## src/verilog/usb_wake_pkg.sv

```systemverilog
package usb_wake_pkg;

  // Controller state
  // In WAKE_IDLE the USB core drives the pull-ups
  // In WAKE_ACTIVE this block holds them and watches the bus
  typedef enum logic {
    WAKE_IDLE   = 1'b0,
    WAKE_ACTIVE = 1'b1
  } wake_state_e;

  // Index of each monitored event, also the bit order of the sticky flag vector
  typedef enum logic [1:0] {
    EV_NOT_IDLE   = 2'd0,
    EV_BUS_RESET  = 2'd1,
    EV_SENSE_LOST = 2'd2
  } wake_event_e;

  // Number of events in the flag vector
  localparam int unsigned NUM_EVENTS = 3;

  // Synchronizer depth in front of every filter
  localparam int unsigned SYNC_STAGES = 2;

  // The always-on clock is slow, so 4 cycles already give a long debounce
  // and leave the main core time to see a resume on its own
  localparam int unsigned IDLE_FILTER_CYCLES = 4;

  // SE0 and VBUS loss only need a short debounce
  localparam int unsigned EVENT_FILTER_CYCLES = 3;

endpackage
```

## src/verilog/usb_aon_wake_top.sv

```systemverilog
`timescale 1ns/10ps

module usb_aon_wake_top (
  input  logic clk_aon_i,
  input  logic rst_aon_ni,

  // Pads
  input  logic usb_dp_i,
  input  logic usb_dn_i,
  input  logic usb_sense_i,

  // Pull-up enables from the main USB core
  input  logic usbdev_dppullup_en_i,
  input  logic usbdev_dnpullup_en_i,

  // Core register levels, already in the always-on domain
  input  logic wake_ack_aon_i,
  input  logic suspend_req_aon_i,

  // Pull-up enables that must survive low-power mode
  output logic usb_dppullup_en_o,
  output logic usb_dnpullup_en_o,

  // Wake request and the events behind it
  output logic wake_req_aon_o,
  output logic bus_not_idle_aon_o,
  output logic bus_reset_aon_o,
  output logic sense_lost_aon_o,

  // Debug view of the controller state
  output logic wake_detect_active_aon_o
);

  logic ev_not_idle;
  logic ev_bus_reset;
  logic ev_sense_lost;
  logic wake_active;

  // The monitor compares the pins with the pull-ups that are really on the pads
  // so the hold stage outputs loop back here
  usb_line_monitor u_line_monitor (
    .clk_aon_i      (clk_aon_i),
    .rst_aon_ni     (rst_aon_ni),
    .usb_dp_i       (usb_dp_i),
    .usb_dn_i       (usb_dn_i),
    .usb_sense_i    (usb_sense_i),
    .dppullup_en_i  (usb_dppullup_en_o),
    .dnpullup_en_i  (usb_dnpullup_en_o),
    .ev_not_idle_o  (ev_not_idle),
    .ev_bus_reset_o (ev_bus_reset),
    .ev_sense_lost_o(ev_sense_lost)
  );

  usb_pullup_hold u_pullup_hold (
    .clk_aon_i           (clk_aon_i),
    .rst_aon_ni          (rst_aon_ni),
    .usbdev_dppullup_en_i(usbdev_dppullup_en_i),
    .usbdev_dnpullup_en_i(usbdev_dnpullup_en_i),
    .wake_active_i       (wake_active),
    .usb_dppullup_en_o   (usb_dppullup_en_o),
    .usb_dnpullup_en_o   (usb_dnpullup_en_o)
  );

  usb_wake_ctrl u_wake_ctrl (
    .clk_aon_i         (clk_aon_i),
    .rst_aon_ni        (rst_aon_ni),
    .ev_not_idle_i     (ev_not_idle),
    .ev_bus_reset_i    (ev_bus_reset),
    .ev_sense_lost_i   (ev_sense_lost),
    .suspend_req_aon_i (suspend_req_aon_i),
    .wake_ack_aon_i    (wake_ack_aon_i),
    .wake_active_o     (wake_active),
    .wake_req_aon_o    (wake_req_aon_o),
    .bus_not_idle_aon_o(bus_not_idle_aon_o),
    .bus_reset_aon_o   (bus_reset_aon_o),
    .sense_lost_aon_o  (sense_lost_aon_o)
  );

  // The controller state doubles as the debug output
  assign wake_detect_active_aon_o = wake_active;

endmodule

```

## src/verilog/usb_wake_ctrl.sv

```systemverilog
`timescale 1ns/10ps

module usb_wake_ctrl (
  input  logic clk_aon_i,
  input  logic rst_aon_ni,

  // Filtered events from the line monitor
  input  logic ev_not_idle_i,
  input  logic ev_bus_reset_i,
  input  logic ev_sense_lost_i,

  // Register levels from the core, already in the always-on domain
  input  logic suspend_req_aon_i,
  input  logic wake_ack_aon_i,

  // State as a level for the pull-up hold stage and for debug
  output logic wake_active_o,

  // Wake request to the power manager
  output logic wake_req_aon_o,

  // Sticky record of what was seen while monitoring
  output logic bus_not_idle_aon_o,
  output logic bus_reset_aon_o,
  output logic sense_lost_aon_o
);

  usb_wake_pkg::wake_state_e state_d;
  usb_wake_pkg::wake_state_e state_q;

  logic                                ctrl_active;
  logic [usb_wake_pkg::NUM_EVENTS-1:0] events;
  logic [usb_wake_pkg::NUM_EVENTS-1:0] flags_d;
  logic [usb_wake_pkg::NUM_EVENTS-1:0] flags_q;
  logic                                wake_req_d;
  logic                                wake_req_q;

  // Gather the events in wake_event_e order
  always_comb begin
    events = '0;
    events[usb_wake_pkg::EV_NOT_IDLE]   = ev_not_idle_i;
    events[usb_wake_pkg::EV_BUS_RESET]  = ev_bus_reset_i;
    events[usb_wake_pkg::EV_SENSE_LOST] = ev_sense_lost_i;
  end

  // Hand-over FSM
  always_comb begin
    state_d = state_q;
    unique case (state_q)
      // Core owns the pull-ups until it asks for suspend
      usb_wake_pkg::WAKE_IDLE: begin
        if (suspend_req_aon_i) begin
          state_d = usb_wake_pkg::WAKE_ACTIVE;
        end
      end
      // Monitoring until the core acknowledges the wake
      usb_wake_pkg::WAKE_ACTIVE: begin
        if (wake_ack_aon_i) begin
          state_d = usb_wake_pkg::WAKE_IDLE;
        end
      end
      default: begin
        state_d = usb_wake_pkg::WAKE_IDLE;
      end
    endcase
  end

  assign ctrl_active = (state_q == usb_wake_pkg::WAKE_ACTIVE);

  // Flags set on their event and hold while active
  // Leaving active clears them all on the next edge
  assign flags_d = {usb_wake_pkg::NUM_EVENTS{ctrl_active}} & (events | flags_q);

  // Any event during monitoring requests a wake, and the request sticks
  assign wake_req_d = ctrl_active & ((|events) | wake_req_q);

  always_ff @(posedge clk_aon_i or negedge rst_aon_ni) begin
    if (!rst_aon_ni) begin
      state_q    <= usb_wake_pkg::WAKE_IDLE;
      flags_q    <= '0;
      wake_req_q <= 1'b0;
    end else begin
      state_q    <= state_d;
      flags_q    <= flags_d;
      wake_req_q <= wake_req_d;
    end
  end

  assign wake_active_o      = ctrl_active;
  assign wake_req_aon_o     = wake_req_q;
  assign bus_not_idle_aon_o = flags_q[usb_wake_pkg::EV_NOT_IDLE];
  assign bus_reset_aon_o    = flags_q[usb_wake_pkg::EV_BUS_RESET];
  assign sense_lost_aon_o   = flags_q[usb_wake_pkg::EV_SENSE_LOST];

endmodule

```

## src/verilog/usb_pullup_hold.sv

```systemverilog
`timescale 1ns/10ps

module usb_pullup_hold (
  input  logic clk_aon_i,
  input  logic rst_aon_ni,

  // Pull-up enables from the main USB core, in its own clock domain
  input  logic usbdev_dppullup_en_i,
  input  logic usbdev_dnpullup_en_i,

  // High while this block owns the pull-ups
  input  logic wake_active_i,

  // Pull-up enables towards the pads
  output logic usb_dppullup_en_o,
  output logic usb_dnpullup_en_o
);

  logic [1:0] core_en_meta_q;
  logic [1:0] core_en_sync_q;
  logic [1:0] held_en_q;
  logic       hold_sel;

  // Interpret the controller level as its state
  assign hold_sel = (usb_wake_pkg::wake_state_e'(wake_active_i) ==
                     usb_wake_pkg::WAKE_ACTIVE);

  // Bring the core enables into the always-on domain, bit 1 is D+ and bit 0 is D-
  always_ff @(posedge clk_aon_i or negedge rst_aon_ni) begin
    if (!rst_aon_ni) begin
      core_en_meta_q <= 2'b00;
      core_en_sync_q <= 2'b00;
    end else begin
      core_en_meta_q <= {usbdev_dppullup_en_i, usbdev_dnpullup_en_i};
      core_en_sync_q <= core_en_meta_q;
    end
  end

  // The held copy tracks the core while idle
  // and freezes the moment the controller takes over
  always_ff @(posedge clk_aon_i or negedge rst_aon_ni) begin
    if (!rst_aon_ni) begin
      held_en_q <= 2'b00;
    end else if (!hold_sel) begin
      held_en_q <= core_en_sync_q;
    end
  end

  // While idle the core drives the pads directly with no added delay
  // While active the frozen copy keeps the line in J even if the core powers down
  assign usb_dppullup_en_o = hold_sel ? held_en_q[1] : usbdev_dppullup_en_i;
  assign usb_dnpullup_en_o = hold_sel ? held_en_q[0] : usbdev_dnpullup_en_i;

endmodule

```

## src/verilog/usb_line_monitor.sv

```systemverilog
`timescale 1ns/10ps

module usb_line_monitor (
  input  logic clk_aon_i,
  input  logic rst_aon_ni,

  // Bus and VBUS sense pins, asynchronous
  input  logic usb_dp_i,
  input  logic usb_dn_i,
  input  logic usb_sense_i,

  // Pull-up enables as they are currently driven onto the pins
  input  logic dppullup_en_i,
  input  logic dnpullup_en_i,

  // Filtered event levels
  output logic ev_not_idle_o,
  output logic ev_bus_reset_o,
  output logic ev_sense_lost_o
);

  logic not_idle_raw;
  logic se0_raw;
  logic sense_lost_raw;

  // While suspended only the device pull-up sets the line level
  // so any pin that disagrees with its pull-up means the host is driving
  // This catches resume (J to K) as well as reset (J to SE0)
  // Comparing against the pull-ups also absorbs any pin swap
  assign not_idle_raw = (usb_dp_i != dppullup_en_i) |
                        (usb_dn_i != dnpullup_en_i);

  // Both lines low is SE0, a bus reset once it lasts
  assign se0_raw = ~usb_dp_i & ~usb_dn_i;

  // VBUS sense low means the cable has been pulled
  assign sense_lost_raw = ~usb_sense_i;

  // Longer window on activity, it also filters line noise
  usb_glitch_filter #(
    .CYCLES(usb_wake_pkg::IDLE_FILTER_CYCLES)
  ) u_filter_not_idle (
    .clk_aon_i (clk_aon_i),
    .rst_aon_ni(rst_aon_ni),
    .filter_i  (not_idle_raw),
    .filter_o  (ev_not_idle_o)
  );

  usb_glitch_filter #(
    .CYCLES(usb_wake_pkg::EVENT_FILTER_CYCLES)
  ) u_filter_bus_reset (
    .clk_aon_i (clk_aon_i),
    .rst_aon_ni(rst_aon_ni),
    .filter_i  (se0_raw),
    .filter_o  (ev_bus_reset_o)
  );

  usb_glitch_filter #(
    .CYCLES(usb_wake_pkg::EVENT_FILTER_CYCLES)
  ) u_filter_sense_lost (
    .clk_aon_i (clk_aon_i),
    .rst_aon_ni(rst_aon_ni),
    .filter_i  (sense_lost_raw),
    .filter_o  (ev_sense_lost_o)
  );

endmodule

```

## src/verilog/usb_glitch_filter.sv

```systemverilog
`timescale 1ns/10ps

module usb_glitch_filter #(
  parameter int unsigned CYCLES = 4
) (
  input  logic clk_aon_i,
  input  logic rst_aon_ni,
  input  logic filter_i,
  output logic filter_o
);

  // Counter wide enough to reach CYCLES-1, also for CYCLES of 1
  localparam int unsigned CNT_W = $clog2(CYCLES + 1);

  logic [usb_wake_pkg::SYNC_STAGES-1:0] sync_q;
  logic                                 sync_val;
  logic                                 stored_q;
  logic [CNT_W-1:0]                     stable_cnt_q;
  logic                                 stable_hit;
  logic                                 filter_q;

  // Shift the asynchronous input through the synchronizer chain
  // Bit 0 takes the pin, the top bit is the first safe sample
  always_ff @(posedge clk_aon_i or negedge rst_aon_ni) begin
    if (!rst_aon_ni) begin
      sync_q <= '0;
    end else begin
      sync_q <= {sync_q[usb_wake_pkg::SYNC_STAGES-2:0], filter_i};
    end
  end

  assign sync_val = sync_q[usb_wake_pkg::SYNC_STAGES-1];

  // The count restarts whenever the synchronized value moves
  // and saturates once the value has been seen long enough
  assign stable_hit = (stable_cnt_q == CNT_W'(CYCLES - 1));

  always_ff @(posedge clk_aon_i or negedge rst_aon_ni) begin
    if (!rst_aon_ni) begin
      stored_q     <= 1'b0;
      stable_cnt_q <= '0;
      filter_q     <= 1'b0;
    end else begin
      stored_q <= sync_val;
      if (sync_val != stored_q) begin
        stable_cnt_q <= '0;
      end else if (!stable_hit) begin
        stable_cnt_q <= stable_cnt_q + 1'b1;
      end
      // Only a value that survived the whole window reaches the output
      if (stable_hit) begin
        filter_q <= stored_q;
      end
    end
  end

  assign filter_o = filter_q;

endmodule

```

## config.mk

```make
export PLATFORM = sky130hd
export DESIGN_NAME = usb_aon_wake_top
export DESIGN_NICKNAME = d
export VERILOG_FILES = /design/src/verilog/usb_wake_pkg.sv /design/src/verilog/usb_aon_wake_top.sv /design/src/verilog/usb_wake_ctrl.sv /design/src/verilog/usb_pullup_hold.sv /design/src/verilog/usb_line_monitor.sv /design/src/verilog/usb_glitch_filter.sv
export SDC_FILE = /design/constraint.sdc
export NUM_CORES = 1
export LEC_CHECK = 0
export CORE_MARGIN = 3
export CORE_UTILIZATION = 35
export DETAILED_ROUTE_END_ITERATION = 8
export DONT_BUFFER_PORTS = 1
export PLACE_DENSITY = 0.51
export SLEW_MARGIN = 15
export SYNTH_ARGS = -nofsm -noshare
export SYNTH_HDL_FRONTEND = slang
export SYNTH_HIERARCHICAL = 1
export SYNTH_SLANG_ARGS = --single-unit
```

## constraint.sdc

```tcl
create_clock -name clk_aon_i -period 2.6 [get_ports clk_aon_i]
set_input_delay 0.13 -clock clk_aon_i [delete_from_list [all_inputs] [get_ports clk_aon_i]]
set_output_delay 0.13 -clock clk_aon_i [all_outputs]
set_load 0.01 [all_outputs]
```

==> results.json <==
{
  "grt_setup_unrepaired": "no",
  "die_h_um": 61.8,
  "gr-total-overflow": 0,
  "cts_root_buffer": "clkbuf_4",
  "critical_path_buf_inv_count": 0,
  "synth_top_cell_area_share_pct": 69.0,
  "drtIter0Drc": 6,
  "synth_compound_area_share_pct": 4.71,
  "clk_latency_ns": 0.32,
  "hold_violations": 0,
  "first_global_vias": 616,
  "fmax_mhz": 669,
  "postCtsSetupBuffers": 0,
  "fin_area_um2": 1300,
  "wl_um": 1540,
  "crit_family": "flip-flops",
  "fin_crit_sh_pct": 57.5,
  "total_leakage_power_nw": 0.599,
  "power_mw": 1.20,
  "fin_cells": 123,
  "track_usage_pct": 10.0,
  "synth_top_area_cell": "dfrtp_1",
  "yosys_warnings": 6,
  "gp_congestion": 0.631,
  "synth_top_family_by_area": "multiplexers",
  "synthSimpleGateAreaFrac_pct": 4.48,
  "ys_top_cells_by_area": "dfrtp_1 (69%), mux2_2 (7.2%), xor2_1 (4.8%)",
  "dpl_cell_area_um2": 1130,
  "start_util_pct": 38.2,
  "cts_buffers": 5,
  "hold_ws_ns": 0.125,
  "hp-class": "input port to flop",
  "yosysSeqAreaShare_pct": 69.0,
  "tns_ns": 0,
  "clock_sinks": 30,
  "drive_gt1_share_pct": 17.4,
  "mostFrequentLayoutCells": "dfrtp_1 (30), dlygate4sd3_1 (9), mux2_2 (7)",
  "synth_area_um2": 1090,
  "avgSynthCellArea_um2": 14.7,
  "route.detailed.drc": 0,
  "synth-adder-area-share_pct": 4.60,
  "peakVddDrop_v": 0.000425,
  "io_buffers": 0,
  "cts_buffer_depth": 2,
  "slew_violations": 0,
  "grt_max_degree": 31,
  "min_period_ns": 1.50,
  "hpwl_um": 1080,
  "cp_slowest_cell": "dfrtp_1",
  "design.portCount": 16,
  "path_cells": "mux2_2",
  "num_vias": 592,
  "setup_violations": 0,
  "num_rows": 19,
  "vias_per_cell": 4.81,
  "cts.repair.resized": 0,
  "area_delta_synth_final_pct": 19.5,
  "synth.area.mux_share_pct": 9.08,
  "synthCells": 74,
  "core-area_um2": 2850,
  "htreeDepth": 2,
  "final_net_count": 104,
  "worst_slack_ns": 1.10,
  "grt_pass1_wl_um": 2570,
  "antenna_found_initial": 0,
  "worstMarginPinSlew_ns": 0.413,
  "dpl.cell_count": 105,
  "place_ws_ns": 1.23,
  "synth_nets": 87,
  "status": "finished clean",
  "ys_types": 15,
  "drv_cap": 0,
  "wl_per_cell_um": 12.5,
  "endpoint_kind": "output pin",
  "final_antenna_net_count": 0,
  "hold_buffers": 10,
  "arrival_ns": 1.37,
  "cts_tree": "done",
  "clk_pin_slew_worst_paths_ns": 0.10,
  "worstPathMaxFanout": 10,
  "cp_data_required_time_ns": 2.47,
  "cpPeakStageDelay_ns": 0.61,
  "skew_ns": 0.00706,
  "ys_seq_elements": 30,
  "crit_type": "flop to output pin",
  "synthXorXnorAreaFrac_pct": 6.44,
  "final_common_cell": "dfrtp_1",
  "dieArea_um2": 3820,
  "insertedDiodeCount": 0,
  "final_core_util_pct": 45.6,
  "relSlewSlack_pct": 72.4,
  "fp.dieW_um": 61.8,
  "power_density_nw_per_um2": 921,
  "dr.pass1.iters": 2,
  "cp-start-kind": "flop"
}
[synthesized netlist by cell type]
cell type  number
xnor2_1         2
nor2_1          5
dfrtp_1        30
mux2i_1         2
nor2b_1         1
or2_0           2
nand2_1         3
inv_1           5
xor2_1          6
a21oi_1         2
mux2_2          7
ha_1            4
o41a_1          1
o21a_1          3
a211oi_1        1
[worst register-to-register path: stages, from the launching register on]
cell and delay (ns):
dfrtp_1 0.61, mux2i_1 0.22, dlygate4sd3_1 0.55
[path summary, 6_finish.rpt]
check | start | endpoint | slack, ns | depth (start not counted)
max | u_wake_ctrl/wake_active_o | usb_dppullup_en_o | 1.10 | 1
min | usbdev_dnpullup_en_i | u_line_monitor/u_filter_not_idle/sync_q[0] | 0.13 | 3
max reg2reg | u_wake_ctrl/wake_active_o | u_wake_ctrl/wake_active_o | 1.16 | 2
min reg2reg | u_pullup_hold/core_en_meta_q[1] | u_pullup_hold/core_en_sync_q[1] | 0.35 | 0
max in group asynchronous | rst_aon_ni | u_line_monitor/u_filter_bus_reset/sync_q[1] | 2.19 | 2
min in group asynchronous | rst_aon_ni | u_wake_ctrl/flags_q[2] | 0.25 | 2
[cell type report]
class	count	area, µm²
clock buffer	6	51.3
multi-input combinational	39	319
fill	271	1550
clock inverter	2	12.5
tap	31	38.8
timing repair buffer	10	110
inverter	5	18.8
sequential	30	751
[where the power goes]
group	total (mW)	internal [mW]	switching, mW	leakage [nW]
combinational	0.255	0.141	0.115	0.204
clock	0.285	0.130	0.155	0.0343
sequential	0.658	0.576	0.0824	0.360
total	1.20	0.846	0.352	0.599
[metal layers]
metal	track usage (%)	share of wire [%]	wire length, µm
met3	4.34	10	159
met2	14.2	44	681
met5	0	0	0
met1	11.4	43	656
met4	9.09	2.6	40
[flip-flops by register name, indices dropped and copies added (netlist names), 2 cells and up]
signal                                           count
u_pullup_hold/core_en_meta_q                         2
u_line_monitor/u_filter_not_idle/stable_cnt_q        3
u_pullup_hold/core_en_sync_q                         2
u_wake_ctrl/flags_q                                  3
u_line_monitor/u_filter_bus_reset/sync_q             2
u_line_monitor/u_filter_sense_lost/sync_q            2
u_line_monitor/u_filter_not_idle/sync_q              2
u_line_monitor/u_filter_bus_reset/stable_cnt_q       2
u_line_monitor/u_filter_sense_lost/stable_cnt_q      2
u_pullup_hold/held_en_q                              2
[cells by family after synthesis]
group                      after synthesis
AOI/OAI and AO/OA                        7
xor gates and xnor gates                 8
adders and majority gates                4
buffers and inverters                    5
DFF                                     30
muxes                                    9
and+or+nand+nor                         11
Power figures use the tool's default switching activity.
